**src/hdl/mtap_pkg.sv**
```systemverilog
/*
  Shared widths, types and opcodes for the mTAP and its WTAP network.
  Built at one configuration: 4 WTAPs, 2 child TAPs, 4-bit IR.
  TAP select vectors carry a select and an enable bit per child TAP.
  Any opcode not listed here decodes as BYPASS.
*/
package mtap_pkg;

   // --------------------------------------------------
   // Sizes
   // --------------------------------------------------
   localparam int num_wtaps = 4;
   localparam int num_taps  = 2;
   localparam int ir_width  = 4;

   typedef logic [num_wtaps-1:0]  wtap_vec_t;
   typedef logic [2*num_taps-1:0] tap_sel_t;
   typedef logic [ir_width-1:0]   ir_t;
   typedef logic [31:0]           idcode_t;

   // Bit 0 set as required by 1149.1
   localparam idcode_t idcode_value = 32'h0B6D_4013;

   // Opcodes
   localparam ir_t op_idcode  = 4'h2;
   localparam ir_t op_wtapsel = 4'h5;
   localparam ir_t op_tapsel  = 4'h6;
   localparam ir_t op_wtapwir = 4'h9;
   localparam ir_t op_bypass  = 4'hF;

   // --------------------------------------------------
   // TAP controller states
   // --------------------------------------------------
   typedef enum logic [3:0] {
      s_tlr      = 4'h0,
      s_rti      = 4'h1,
      s_sel_dr   = 4'h2,
      s_cap_dr   = 4'h3,
      s_shift_dr = 4'h4,
      s_exit1_dr = 4'h5,
      s_pause_dr = 4'h6,
      s_exit2_dr = 4'h7,
      s_upd_dr   = 4'h8,
      s_sel_ir   = 4'h9,
      s_cap_ir   = 4'hA,
      s_shift_ir = 4'hB,
      s_exit1_ir = 4'hC,
      s_pause_ir = 4'hD,
      s_exit2_ir = 4'hE,
      s_upd_ir   = 4'hF
   } tap_state_t;

   // Per-state strobes from the controller
   typedef struct packed {
      logic capture_ir;
      logic shift_ir;
      logic update_ir;
      logic capture_dr;
      logic shift_dr;
      logic update_dr;
      logic tlr;
   } tap_ctl_t;

   // Decoded instruction, data register selects are one-hot
   typedef struct packed {
      logic sel_bypass;
      logic sel_idcode;
      logic sel_wtapsel;
      logic sel_tapsel;
      logic wtapwir;
   } dr_sel_t;

endpackage

```
**src/hdl/mtap_fsm.sv**
```systemverilog
/*
  IEEE 1149.1 TAP controller, 16 states, advanced on rising tck.
  rst_n is synchronous and lands in Test-Logic-Reset, as do five tms ones.
  Strobes are decoded from the current state, so they act on the edge
  that leaves the state.
*/
module mtap_fsm
   import mtap_pkg::*;
(
   input  logic     tck,
   input  logic     rst_n,
   input  logic     tms,
   output tap_ctl_t ctl,
   output logic     shift_any
);

   tap_state_t state;
   tap_state_t state_nxt;

   // --------------------------------------------------
   // Next state from tms
   // --------------------------------------------------
   always_comb
   begin
      case (state)
         s_tlr      : state_nxt = tms ? s_tlr      : s_rti;
         s_rti      : state_nxt = tms ? s_sel_dr   : s_rti;
         s_sel_dr   : state_nxt = tms ? s_sel_ir   : s_cap_dr;
         s_cap_dr   : state_nxt = tms ? s_exit1_dr : s_shift_dr;
         s_shift_dr : state_nxt = tms ? s_exit1_dr : s_shift_dr;
         s_exit1_dr : state_nxt = tms ? s_upd_dr   : s_pause_dr;
         s_pause_dr : state_nxt = tms ? s_exit2_dr : s_pause_dr;
         s_exit2_dr : state_nxt = tms ? s_upd_dr   : s_shift_dr;
         s_upd_dr   : state_nxt = tms ? s_sel_dr   : s_rti;
         s_sel_ir   : state_nxt = tms ? s_tlr      : s_cap_ir;
         s_cap_ir   : state_nxt = tms ? s_exit1_ir : s_shift_ir;
         s_shift_ir : state_nxt = tms ? s_exit1_ir : s_shift_ir;
         s_exit1_ir : state_nxt = tms ? s_upd_ir   : s_pause_ir;
         s_pause_ir : state_nxt = tms ? s_exit2_ir : s_pause_ir;
         s_exit2_ir : state_nxt = tms ? s_upd_ir   : s_shift_ir;
         s_upd_ir   : state_nxt = tms ? s_sel_dr   : s_rti;
         default    : state_nxt = s_tlr;
      endcase
   end

   always_ff @(posedge tck)
   begin
      if (!rst_n)
      begin
         state <= s_tlr;
      end
      else
      begin
         state <= state_nxt;
      end
   end

   // --------------------------------------------------
   // State decode into strobes
   // --------------------------------------------------
   assign ctl.capture_ir = (state == s_cap_ir);
   assign ctl.shift_ir   = (state == s_shift_ir);
   assign ctl.update_ir  = (state == s_upd_ir);
   assign ctl.capture_dr = (state == s_cap_dr);
   assign ctl.shift_dr   = (state == s_shift_dr);
   assign ctl.update_dr  = (state == s_upd_dr);
   assign ctl.tlr        = (state == s_tlr);

   // Drives tdo_en one half cycle later
   assign shift_any = ctl.shift_ir | ctl.shift_dr;

   // At most one register operation per state
   a_ctl_onehot: assert property (@(posedge tck) disable iff (!rst_n)
      $onehot0({ctl.capture_ir, ctl.shift_ir, ctl.update_ir,
                ctl.capture_dr, ctl.shift_dr, ctl.update_dr}));

   // Five tms ones always reach Test-Logic-Reset
   a_five_ones: assert property (@(posedge tck) disable iff (!rst_n)
      tms [*5] |=> ctl.tlr);

endmodule

```
**src/hdl/mtap_ir.sv**
```systemverilog
/*
  4-bit instruction register with shift and update stages.
  Capture loads 0001, the active instruction resets to IDCODE.
  Unknown opcodes decode as BYPASS; WTAPWIR also routes through bypass.
*/
module mtap_ir
   import mtap_pkg::*;
(
   input  logic     tck,
   input  logic     rst_n,
   input  logic     tdi,
   input  tap_ctl_t ctl,
   output logic     ir_out,
   output dr_sel_t  dsel,
   output logic     selectwir
);

   ir_t ir_shift;
   ir_t ir_active;

   // --------------------------------------------------
   // Shift stage
   // --------------------------------------------------
   always_ff @(posedge tck)
   begin
      if (ctl.capture_ir)
      begin
         ir_shift <= 4'b0001;
      end
      else if (ctl.shift_ir)
      begin
         // LSB leaves first toward tdo
         ir_shift <= {tdi, ir_shift[ir_width-1:1]};
      end
   end

   assign ir_out = ir_shift[0];

   // Update stage, cleared by rst_n or Test-Logic-Reset
   always_ff @(posedge tck)
   begin
      if (!rst_n || ctl.tlr)
      begin
         ir_active <= op_idcode;
      end
      else if (ctl.update_ir)
      begin
         ir_active <= ir_shift;
      end
   end

   // --------------------------------------------------
   // Opcode decode
   // --------------------------------------------------
   always_comb
   begin
      dsel = '0;
      case (ir_active)
         op_idcode  : dsel.sel_idcode  = 1'b1;
         op_wtapsel : dsel.sel_wtapsel = 1'b1;
         op_tapsel  : dsel.sel_tapsel  = 1'b1;
         op_wtapwir :
         begin
            // WTAP WIR path, mTAP side is bypass
            dsel.sel_bypass = 1'b1;
            dsel.wtapwir    = 1'b1;
         end
         default    : dsel.sel_bypass  = 1'b1;
      endcase
   end

   assign selectwir = dsel.wtapwir;

   // Exactly one data register behind every instruction
   a_dsel_onehot: assert property (@(posedge tck) disable iff (!rst_n)
      $onehot({dsel.sel_bypass, dsel.sel_idcode, dsel.sel_wtapsel, dsel.sel_tapsel}));

endmodule

```
**src/hdl/mtap_dr.sv**
```systemverilog
/*
  mTAP data registers: bypass, idcode and the WTAP and TAP selects.
  Select registers have shift and update stages; capture reloads the
  update value. Update values clear in Test-Logic-Reset.
  mux_tdo carries the IR bit during Shift-IR.
*/
module mtap_dr
   import mtap_pkg::*;
(
   input  logic      tck,
   input  logic      rst_n,
   input  logic      tdi,
   input  tap_ctl_t  ctl,
   input  dr_sel_t   dsel,
   input  logic      ir_out,
   output logic      mux_tdo,
   output wtap_vec_t wtap_sel,
   output tap_sel_t  tap_select,
   output logic      wtap_chain
);

   logic      bypass_q;
   idcode_t   idcode_sr;
   wtap_vec_t wtap_sel_sr;
   tap_sel_t  tap_sel_sr;

   // --------------------------------------------------
   // Shift stages
   // --------------------------------------------------
   always_ff @(posedge tck)
   begin
      // Bypass captures 0
      if (ctl.capture_dr && dsel.sel_bypass)
         bypass_q <= 1'b0;
      else if (ctl.shift_dr && dsel.sel_bypass)
         bypass_q <= tdi;

      if (ctl.capture_dr && dsel.sel_idcode)
         idcode_sr <= idcode_value;
      else if (ctl.shift_dr && dsel.sel_idcode)
         idcode_sr <= {tdi, idcode_sr[31:1]};

      // Select shifters read back the live value
      if (ctl.capture_dr && dsel.sel_wtapsel)
         wtap_sel_sr <= wtap_sel;
      else if (ctl.shift_dr && dsel.sel_wtapsel)
         wtap_sel_sr <= {tdi, wtap_sel_sr[num_wtaps-1:1]};

      if (ctl.capture_dr && dsel.sel_tapsel)
         tap_sel_sr <= tap_select;
      else if (ctl.shift_dr && dsel.sel_tapsel)
         tap_sel_sr <= {tdi, tap_sel_sr[2*num_taps-1:1]};
   end

   // Update stages
   always_ff @(posedge tck)
   begin
      if (!rst_n || ctl.tlr)
      begin
         wtap_sel   <= '0;
         tap_select <= '0;
      end
      else if (ctl.update_dr)
      begin
         if (dsel.sel_wtapsel)
            wtap_sel <= wtap_sel_sr;
         if (dsel.sel_tapsel)
            tap_select <= tap_sel_sr;
      end
   end

   // --------------------------------------------------
   // Serial output mux
   // --------------------------------------------------
   always_comb
   begin
      if (ctl.shift_ir)
         mux_tdo = ir_out;
      else if (dsel.sel_idcode)
         mux_tdo = idcode_sr[0];
      else if (dsel.sel_wtapsel)
         mux_tdo = wtap_sel_sr[0];
      else if (dsel.sel_tapsel)
         mux_tdo = tap_sel_sr[0];
      else
         mux_tdo = bypass_q;
   end

   // WTAPs join the chain unless a select register is being accessed
   assign wtap_chain = (|wtap_sel) && !dsel.sel_wtapsel && !dsel.sel_tapsel;

endmodule

```
**src/hdl/mtap_wtapnw.sv**
```systemverilog
/*
  WTAP network steering, purely combinational.
  Only the highest selected WTAP sees the mTAP serial data; others see 1.
  Any child TAP select or override bit parks every wsi at 1.
*/
module mtap_wtapnw
   import mtap_pkg::*;
(
   input  logic      mtap_mux_tdo,
   input  logic      mtap_selectwir,
   input  wtap_vec_t cn_awtap_wso,
   input  wtap_vec_t cltapc_wtap_sel,
   input  tap_sel_t  cltapc_select,
   input  tap_sel_t  cltapc_select_ovr,
   output logic      cn_fwtap_selectwir,
   output wtap_vec_t cn_fwtap_wsi,
   output logic      mtap_wtapnw_tdo
);

   wtap_vec_t top_sel;
   logic      wsi_park;

   // --------------------------------------------------
   // Highest selected WTAP as a one-hot
   // --------------------------------------------------
   always_comb
   begin
      top_sel = '0;
      // Later hits override earlier ones
      for (int i = 0; i < num_wtaps; i++)
      begin
         if (cltapc_wtap_sel[i])
            top_sel = wtap_vec_t'(1) << i;
      end
   end

   // Nothing selected, or a child TAP owns the chain
   assign wsi_park = (~|cltapc_wtap_sel) | (|(cltapc_select | cltapc_select_ovr));

   always_comb
   begin
      for (int i = 0; i < num_wtaps; i++)
      begin
         if (!wsi_park && top_sel[i])
            cn_fwtap_wsi[i] = mtap_mux_tdo;
         else
            cn_fwtap_wsi[i] = 1'b1;
      end
   end

   // Network tdo from the same WTAP, 0 when none selected
   assign mtap_wtapnw_tdo = |(top_sel & cn_awtap_wso);

   assign cn_fwtap_selectwir = mtap_selectwir;

endmodule

```
**src/hdl/mtap_tdo.sv**
```systemverilog
/*
  Falling-edge tdo stage.
  tdo idles at 1 outside Shift-IR and Shift-DR; tdo_en follows the shift.
*/
module mtap_tdo
(
   input  logic tck,
   input  logic rst_n,
   input  logic shift_any,
   input  logic wtap_chain,
   input  logic mux_tdo,
   input  logic wtapnw_tdo,
   output logic tdo,
   output logic tdo_en
);

   // Retimed half a cycle after the source changes
   always_ff @(negedge tck)
   begin
      if (!rst_n)
      begin
         tdo    <= 1'b1;
         tdo_en <= 1'b0;
      end
      else
      begin
         tdo_en <= shift_any;
         if (!shift_any)
            tdo <= 1'b1;
         else if (wtap_chain)
            tdo <= wtapnw_tdo;
         else
            tdo <= mux_tdo;
      end
   end

endmodule

```
**src/hdl/mtap_top.sv**
```systemverilog
/*
  mTAP top: controller, IR, data registers, WTAP network and tdo stage.
  WTAPs and child TAPs sit outside; wso returns from them on the wso port.
*/
module mtap_top
   import mtap_pkg::*;
(
   input  logic      tck,
   input  logic      rst_n,
   input  logic      tms,
   input  logic      tdi,
   input  tap_sel_t  tap_select_ovr,
   input  wtap_vec_t wso,
   output logic      tdo,
   output logic      tdo_en,
   output wtap_vec_t wsi,
   output logic      fwtap_selectwir
);

   tap_ctl_t  ctl;
   dr_sel_t   dsel;
   logic      shift_any;
   logic      ir_out;
   logic      selectwir;
   logic      mux_tdo;
   logic      wtap_chain;
   logic      wtapnw_tdo;
   wtap_vec_t wtap_sel;
   tap_sel_t  tap_select;

   // --------------------------------------------------
   // Decode
   // --------------------------------------------------
   mtap_fsm u_fsm (
      .tck       (tck),
      .rst_n     (rst_n),
      .tms       (tms),
      .ctl       (ctl),
      .shift_any (shift_any)
   );

   mtap_ir u_ir (
      .tck       (tck),
      .rst_n     (rst_n),
      .tdi       (tdi),
      .ctl       (ctl),
      .ir_out    (ir_out),
      .dsel      (dsel),
      .selectwir (selectwir)
   );

   // Execute
   mtap_dr u_dr (
      .tck        (tck),
      .rst_n      (rst_n),
      .tdi        (tdi),
      .ctl        (ctl),
      .dsel       (dsel),
      .ir_out     (ir_out),
      .mux_tdo    (mux_tdo),
      .wtap_sel   (wtap_sel),
      .tap_select (tap_select),
      .wtap_chain (wtap_chain)
   );

   mtap_wtapnw u_wtapnw (
      .mtap_mux_tdo       (mux_tdo),
      .mtap_selectwir     (selectwir),
      .cn_awtap_wso       (wso),
      .cltapc_wtap_sel    (wtap_sel),
      .cltapc_select      (tap_select),
      .cltapc_select_ovr  (tap_select_ovr),
      .cn_fwtap_selectwir (fwtap_selectwir),
      .cn_fwtap_wsi       (wsi),
      .mtap_wtapnw_tdo    (wtapnw_tdo)
   );

   // Result
   mtap_tdo u_tdo (
      .tck        (tck),
      .rst_n      (rst_n),
      .shift_any  (shift_any),
      .wtap_chain (wtap_chain),
      .mux_tdo    (mux_tdo),
      .wtapnw_tdo (wtapnw_tdo),
      .tdo        (tdo),
      .tdo_en     (tdo_en)
   );

endmodule

```
**config.mk**
```make
export PLATFORM = sky130hd
export DESIGN_NAME = mtap_top
export DESIGN_NICKNAME = d
export VERILOG_FILES = /design/src/hdl/mtap_pkg.sv /design/src/hdl/mtap_fsm.sv /design/src/hdl/mtap_ir.sv /design/src/hdl/mtap_dr.sv /design/src/hdl/mtap_wtapnw.sv /design/src/hdl/mtap_tdo.sv /design/src/hdl/mtap_top.sv
export SDC_FILE = /design/constraint.sdc
export NUM_CORES = 1
export LEC_CHECK = 0
export ABC_AREA = 1
export BUFFER_PORTS_ARGS = -buffer_cell sky130_fd_sc_hd__buf_2
export CAP_MARGIN = 15
export CELL_PAD_IN_SITES_DETAIL_PLACEMENT = 0
export CELL_PAD_IN_SITES_GLOBAL_PLACEMENT = 1
export CORE_MARGIN = 5
export CORE_UTILIZATION = 43
export DETAILED_ROUTE_END_ITERATION = 10
export GPL_TIMING_DRIVEN = 0
export MAX_ROUTING_LAYER = met4
export PLACE_DENSITY_LB_ADDON = 0.1
export REMOVE_ABC_BUFFERS = 1
export SLEW_MARGIN = 0
export SYNTH_ARGS = -nofsm -noshare
export SYNTH_HDL_FRONTEND = slang
export SYNTH_HIERARCHICAL = 1
export SYNTH_SLANG_ARGS = --single-unit
```
**constraint.sdc**
```tcl
create_clock -name tck -period 1.98 [get_ports tck]
set_input_delay 0.396 -clock tck [delete_from_list [all_inputs] [get_ports tck]]
set_output_delay 0.396 -clock tck [all_outputs]
set_load 0.05 [all_outputs]
```
==> impl.org, run 1 <==
** Critical path
- Worst flop-to-flop path endpoint :: u_tdo/tdo
- Worst-path fanout max :: 6
- Counting cells, the worst reg-to-reg path comes to 9.
- The startpoint identified for the worst register-to-register timing path is u_fsm/state[3].
- At the worst endpoint, the arrival time is 1.56 ns.
- The worst setup path is captured at a flop.
- CP Class :: flop to flop
- Critical Path RT :: 1.30 ns
- Register-to-register path setup slack :: -0.25 ns
- STA classifies the critical path startpoint as a flop.

** Clocking
- Master cell of the clock root buffer :: clkbuf_8
- At the later pin of the worst-skew pair, clock insertion delay measures 0.37 ns.
- For this design, the sink count on the clock tree is 63.
- TritonCTS built the clock tree.
- The H-tree was split into 3 levels.
- Number of buffers added by the clock tree synthesis step :: 9
- Clock-pin slew was measured on the worst setup and hold paths at 0.07 ns.
- Max Root-Sink Buffers :: 2
- CTS Hold Bufs :: 0

** Timing
- On the final layout, the worst clock skew is 0.0425 ns.
- Worst hold margin :: 0.308 ns
- For the pin with the worst max-slew slack, the measured transition is 0.537 ns.
- Dividing the final minimum period by the clock period gives 1.13.
- Max Clk Rate :: 448 MHz
- Once routing completed, OpenROAD measured the worst setup slack at -0.255 ns.
- Setup violations remaining at the end of the flow were counted as 7.
- Setup repair after global routing could not meet its margin everywhere.
- The final number of hold-violating endpoints came to 0.
- Max-slew violation count :: 0
- Post-layout minimum cycle time :: 2.23 ns
- In this run the tightest slew margin relative to its limit is 0.641.
- Post-route setup TNS :: -1.67 ns

** Detailed routing
- Once detail routing completed, the nets flagged for antenna violations numbered 0.
- Number of violations reported at the end of detailed-routing iteration 0 :: 124
- The routed layout has 2447 vias.
- The pre-antenna-repair detailed-routing pass consisted of 4 iterations.
- DRC violation count after routing :: 0
- Average vias per placed instance :: 4.90
- The routed design has 5640 µm of wire.
- After detailed routing, the average wire length per cell comes to 11.3 µm.

** Logic synthesis
- Synthesized area per cell :: 7.08 µm²
- Total number of yosys warnings :: 6
- Area of the mapped netlist :: 2770 µm²
- Count of mapped cells out of synthesis :: 391

** Floorplanning
- The die covers 8140 µm².
- Area of the placeable core :: 6310 µm²
- Starting density of the core :: 0.438
- Die Wd :: 90.2 µm
- 19 I/O pins were placed.
- Die outline height :: 90.2 µm
- In this run the core area contains 29 standard-cell rows.

** Power and ir drop
- Logic gate share of total power :: 0.144
- In this run the static leakage power is 0.00144 µW.
- Switching power :: 923 µW
- Of the total power, registers draw 0.539.
- Power per cell area :: 1000 nW/µm²
- Of the total power, the share spent switching nets is 0.278.
- The internal portion of the total power is 2400 µW.
- Peak supply drop :: 0.643 mV
- Part of the power in the clock network :: 0.316

** Hold path
- The path class of the tightest hold or removal check is input port to flop.
- Launch point of the worst hold path :: rst_n
- The worst hold path terminates at u_ir/ir_active[1].
- Along the worst hold path, the cell count comes to 2.

** Run status
- Failing checks :: setup timing
- The flow ran to the end, but the final reports show violations.

** Cells and area
- Area Overhead vs Synth :: 19.6%
- The net count of the finished layout is 429.
- 0 antenna diodes ended up in the layout.
- Layout cells sized above 1 :: 0.216

** GRT
- Via count of the first global-routing pass :: 2118
- The first global-routing pass estimated 9720 µm of wire.
- After global routing the overflow that remains totals 0.
- Antenna violations before repair :: 0
- Entering global routing, the biggest net connects 34 pins.
- Total routing usage reported by global routing :: 0.149

** Placed design
- GPL Wtd Cong :: 0.839
- DP HPWL :: 3800 µm
- Quantity of I/O buffers inserted on ports :: 18

** Flow run
- Across the run, the number of max-cap violations was 0.
-- area by class of cell --
class | instances | area, µm²
clock inverters | 8 | 46.3
flip-flops and latches | 63 | 1360
well taps | 77 | 96.3
inverters | 39 | 154
fillers | 629 | 3000
multi-input cells | 275 | 1310
repair buffers | 27 | 199
clock buffers | 10 | 149
-- repair_timing --
action | 4_1_cts | 5_1_grt
pin swaps | 15 | 7
buffers inserted | 7 | 2
endpoints found under the setup margin | 39 | 47
gates resized for setup | 44 | 13
hold endpoints to repair | 0 | 0
-- per-stage QoR --
stage / worst slack (ns) / util / instances / instance area [µm²] / power [µW]
after CTS: -0.292 / 0.515 / 497 / 3250 / 3350
after detailed placement: -0.604 / 0.456 / 473 / 2880 / 2270
after global placement: -0.637 / 0.456 / 473 / 2880 / 2250
after global routing: -0.413 / 0.524 / 499 / 3310 / 3550
final: -0.255 / 0.524 / 499 / 3310 / 3320
after floorplan: -0.308 / - / 378 / 2690 / 2160
-- critical path, cell delays in order, from the launching register on --
cell and delay [ns]:
dfxtp_2 0.32, inv_1 0.07, nor2_4 0.14, inv_2 0.07
nor2_4 0.14, buf_4 0.15, nand2_1 0.07, nand2_2 0.14
nand2_2 0.07, nand3_2 0.06
-- power by group through the flow --
stage	clock, µW	combinational, µW	sequential [µW]
after global routing	1150	571	1830
after detailed placement	9.49	447	1810
final	1050	479	1790
after global placement	9.49	435	1810
after floorplan	9.49	373	1780
after CTS	1090	469	1790
-- state kept, by name, indices dropped and copies added (netlist names), 4 cells and up --
signal	count
u_dr/idcode_sr	32
u_ir/ir_active	4
u_dr/tap_select	4
u_dr/tap_sel_sr	4
u_dr/wtap_sel_sr	4
u_ir/ir_shift	4
u_dr/wtap_sel	4
u_fsm/state	4
-- worst max-delay path by stage --
stage | slack [ns] | endpoint | startpoint
3_5_place_dp | -0.60 | u_tdo/tdo | u_ir/ir_active[1]
2_1_floorplan | -0.31 | u_tdo/tdo | u_ir/ir_active[2]
3_3_place_gp | -0.64 | u_tdo/tdo | u_ir/ir_active[1]
4_1_cts | -0.29 | wsi[3] | u_ir/ir_active[3]
5_1_grt | -0.41 | wsi[1] | u_ir/ir_active[0]
6_report | -0.25 | u_tdo/tdo | u_fsm/state[3]
-- layer usage --
layer,vias to the layer above,routed length (µm),global-route usage,share of wire
met5,-,0,-,0
met1,1104,2830,0.201,0.50
met4,0,72,0.0707,0.013
li1,1306,-,-,-
met2,30,2550,0.208,0.45
met3,7,188,0.0367,0.033
-- layout by cell type (no fill, tap or decap), drive strengths merged --
| cell type | n |
|---|---|
| edfxtp | 8 |
| clkinv | 3 |
| clkinvlp | 1 |
| nand4 | 2 |
| a21oi | 19 |
| nand3b | 1 |
| o21ai | 39 |
| dfxtp | 55 |
| a22oi | 1 |
| nor3 | 6 |
| o211ai | 1 |
| or2 | 1 |
| inv | 43 |
| nand3 | 30 |
| a31oi | 1 |
| clkbuf | 10 |
| nor2 | 77 |
| o22ai | 1 |
| nand2 | 96 |
| buf | 27 |
(Power assumes the default switching activity.)
==> run 2: changes to the inputs <==
--- a/config.mk
+++ b/config.mk
@@ -5,13 +5,12 @@
 export SDC_FILE = /design/constraint.sdc
 export NUM_CORES = 1
 export LEC_CHECK = 0
-export ABC_AREA = 1
 export BUFFER_PORTS_ARGS = -buffer_cell sky130_fd_sc_hd__buf_2
 export CAP_MARGIN = 15
 export CELL_PAD_IN_SITES_DETAIL_PLACEMENT = 0
 export CELL_PAD_IN_SITES_GLOBAL_PLACEMENT = 1
 export CORE_MARGIN = 5
-export CORE_UTILIZATION = 43
+export CORE_UTILIZATION = 46
 export DETAILED_ROUTE_END_ITERATION = 10
 export GPL_TIMING_DRIVEN = 0
 export MAX_ROUTING_LAYER = met4
==> run 2 against run 1 <==
  * The run still ends with setup timing left
  * Area after synthesis grew 5.8%
  * Via count shrank 7.5%
  * Die area shrank 0.98%
  * Core utilization grew 2.1 points
  * Clock power shrank 9%
  * Sequential power shrank 10%
  * Critical path type unchanged
  * Critical endpoint unchanged
  * Largest cell class is now multi-input combinational cells
==> impl.org, run 2 <==
** Run status
- The run finished, with violations left.
- Failing checks :: setup timing

** Timing
- The minimum setup slack in the final design was -0.486 ns (-0.231 ns).
- The final number of hold-violating endpoints is 0 (unchanged).
- The maximum clock skew at final layout was 0.0372 ns (-0.00531 ns).
- The normalized max-slew margin is 0.618 (-0.0222).
- Setup repair after global routing could not meet its margin everywhere.
- The setup TNS after final layout came to -2.89 ns (-1.22 ns).
- Post-layout minimum cycle time :: 2.47 ns (+0.231 ns)
- The final period utilization came to 1.25 (+0.117).
- Setup-failing EPs final :: 8 (+1)
- Actual slew at the worst max-slew pin :: 0.569 ns (+0.0320 ns)
- The upper clock frequency limit came to 406 MHz (-9.4%).
- Max-slew violation count :: 0 (unchanged)

** Floorplanning
- Starting density of the core :: 0.466 (+0.0280)
- Area of the placeable core :: 6280 µm² (-0.57%)
- The width of the die was 89.8 µm (-0.49%).
- Die outline height :: 89.8 µm (-0.49%)
- The total die area is 8060 µm² (-0.98%).
- Count of standard-cell rows :: 29 (unchanged)
- Ports placed on the boundary :: 19 (unchanged)

** Logic synthesis
- The total of warnings raised by yosys is 6 (unchanged).
- The post-synthesis average cell area is 9.09 µm² (+28%).
- Area of the mapped netlist :: 2930 µm² (+5.8%)
- The cell count after synthesis came to 322 (-18%).

** Detailed routing
- The initial detailed-routing violation count was 83 (-33%).
- The average vias per placed instance was 5.31 (+8.3%).
- The remaining routing DRC violations is 0 (unchanged).
- WL per Instance :: 13.6 µm (+20%)
- First-pass detailed-route iteration total :: 4 (unchanged)
- The routed wire length is 5780 µm (+2.4%).
- The total via count after detailed routing is 2263 (-7.5%).
- The count of nets left with antenna violations after detail routing came to 0 (unchanged).

** Clocking
- Skew-Pair Late Insertion Delay :: 0.36 ns (about the same)
- CTS Hold Bufs :: 0 (unchanged)
- The CTS H-tree depth was 3 (unchanged).
- Number of buffers added by the clock tree synthesis step :: 9 (unchanged)
- Clock tree synthesis selected as its root buffer the cell clkbuf_8.
- TritonCTS clock tree :: yes
- The clock slew seen by the registers of the worst setup and hold paths was 0.06 ns (about the same).
- The maximum clock insertion buffer count is 2 (unchanged).
- Clock sinks :: 63 (unchanged)

** Cells and area
- The flip-flop count of the largest register, all copies and words added is 32 (unchanged).
- Area Overhead vs Synth :: 16.8%
- The final-layout fill cell count came to 599 (-4.8%).
- The final cell area excluding filler cells is 3420 µm² (+3.3%).
- The footprint of the multi-input gates was 1470 µm² (+12%).
- The library cells used most frequently in the layout, excluding fill and tap cells, are nand2_1, dfxtp_1, nand3_1.
- The library cell used most frequently in the layout, excluding fill and tap cells, is nand2_1.
- The share of post-route cells with drive strength above 1 came to 0.324 (+0.108).
- Diode insertion count for antenna repair :: 0 (unchanged)
- NumNets Final :: 356 (-17%)
- More flip-flops sit in one register than any other, and that register is u_dr/idcode_sr.
- Area occupied by registers :: 1370 µm² (+0.92%)

** Power and ir drop
- The net switching fraction of the power came to 0.268 (-0.00995).
- The net load switching power came to 793 µW (-14%).
- Part of the power in the clock network :: 0.324 (+0.008)
- Fraction of power consumed by sequential logic :: 0.543 (+0.004)
- Peak supply drop :: 0.525 mV (-18%)
- Post-layout total power :: 2960 µW (-11%)
- Power per cell area :: 865 nW/µm² (-14%)
- Static Leakage :: 0.00122 µW (-15%)
- Logic gate share of total power :: 0.133 (-0.011)
- The internal power is 2170 µW (-9.6%).

** Hold path
- Cell count of the worst hold path :: 3 (+1)
- Worst hold path type :: input port to flop
- The worst hold path begins at rst_n.
- Hold Crit Endpoint :: u_fsm/state[3]

** GRT
- Total routing usage reported by global routing :: 0.150 (+0.000871)
- The global-route wire length before repair is 9840 µm (+1.2%).
- The total congestion overflow is 0 (unchanged).
- The number of global-route vias before repair was 2133 (+0.71%).
- Largest net degree at the start of global routing :: 32 (-5.9%)
- The initial antenna violation count came to 0 (unchanged).

** Critical path
- The logic depth of the worst register-to-register path is 7 (-2).
- STA classifies the critical path endpoint as a flop.
- The setup slack of the worst register-to-register path is -0.49 ns (-0.23 ns).
- STA classifies the critical path startpoint as a flop.
- Worst flop-to-flop path endpoint :: u_tdo/tdo
- The critical path is of the flop to flop type.
- Worst-path fanout max :: 2 (-4)
- The most critical setup path has its startpoint at u_ir/ir_active[3].
- Reg-to-reg critical path startpoint :: u_ir/ir_active[3]
- The required time at the endpoint of the critical path is 1.24 ns (-0.06 ns).
- The data arrival time at the worst-slack endpoint is 1.73 ns (+0.17 ns).

** Placed design
- Post-Place Worst Slack :: -1.37 ns (-0.764 ns)
- DP HPWL :: 3600 µm (-5.2%)
- The instance area at placement was 2940 µm² (+2.1%).
- Quantity of I/O buffers inserted on ports :: 18 (unchanged)
- The final weighted congestion in routability-driven placement came to 0.772 (-8.0%).

** Flow run
- The max-cap violation count came to 0 (unchanged).
[run 2: timing repair]
item,CTS,global route
gates resized for setup,58,5
setup buffers,14,1
setup endpoints to repair,65,24
pin swaps,4,2
[run 2: worst max path at each step]
stage	end	slack [ns]	depth (start not counted)
global placement	u_dr/idcode_sr[2]	-1.33	5
floorplan	u_tdo/tdo	-0.71	5
finish	u_tdo/tdo	-0.49	7
global route	wsi[1]	-0.61	8
detailed placement	u_dr/idcode_sr[20]	-1.37	5
CTS	wsi[1]	-0.51	8
[run 2: critical path, cell delays in order, from the launching register on]
cell and delay, ns:
dfxtp_4 0.34, nand2b_4 0.15, nor2_4 0.11, mux2i_1 0.19, o21ai_1 0.07, o31a_1 0.31, mux2i_1 0.16, nand2_1 0.06
[run 2: metal layers]
layer | GRT usage | wire [µm] | vias up
li1 | - | - | 1144
met1 | 0.185 | 2710 | 1068
met2 | 0.225 | 2710 | 39
met3 | 0.0351 | 222 | 12
met4 | 0.0831 | 136 | 0
met5 | - | 0 | -
[run 2: metrics by stage]
step / cells / hold slack (ns) / utilization
2_1_floorplan: 298 / 0.432 / -
3_3_place_gp: 393 / 0.441 / 0.464
3_5_place_dp: 394 / 0.445 / 0.468
4_1_cts: 425 / 0.355 / 0.542
5_1_grt: 426 / 0.390 / 0.545
6_report: 426 / 0.368 / 0.545
[run 2: area by class of cell]
| cell class | count | area share |
|---|---|---|
| inverters | 6 | 0.00732 |
| clock buffers | 12 | 0.0424 |
| repair buffers | 34 | 0.0838 |
| flip-flops and latches | 63 | 0.400 |
| clock inverters | 6 | 0.00768 |
| multi-input cells | 228 | 0.431 |
| well taps | 77 | 0.0282 |
[run 2: power by group through the flow]
| stage | registers [µW] | logic [µW] | clock network, µW |
|---|---|---|---|
| 4_1_cts | 1610 | 398 | 994 |
| 2_1_floorplan | 1610 | 286 | 9.49 |
| 6_report | 1610 | 394 | 958 |
| 3_3_place_gp | 1640 | 344 | 9.49 |
| 3_5_place_dp | 1650 | 357 | 9.49 |
| 5_1_grt | 1630 | 453 | 1060 |
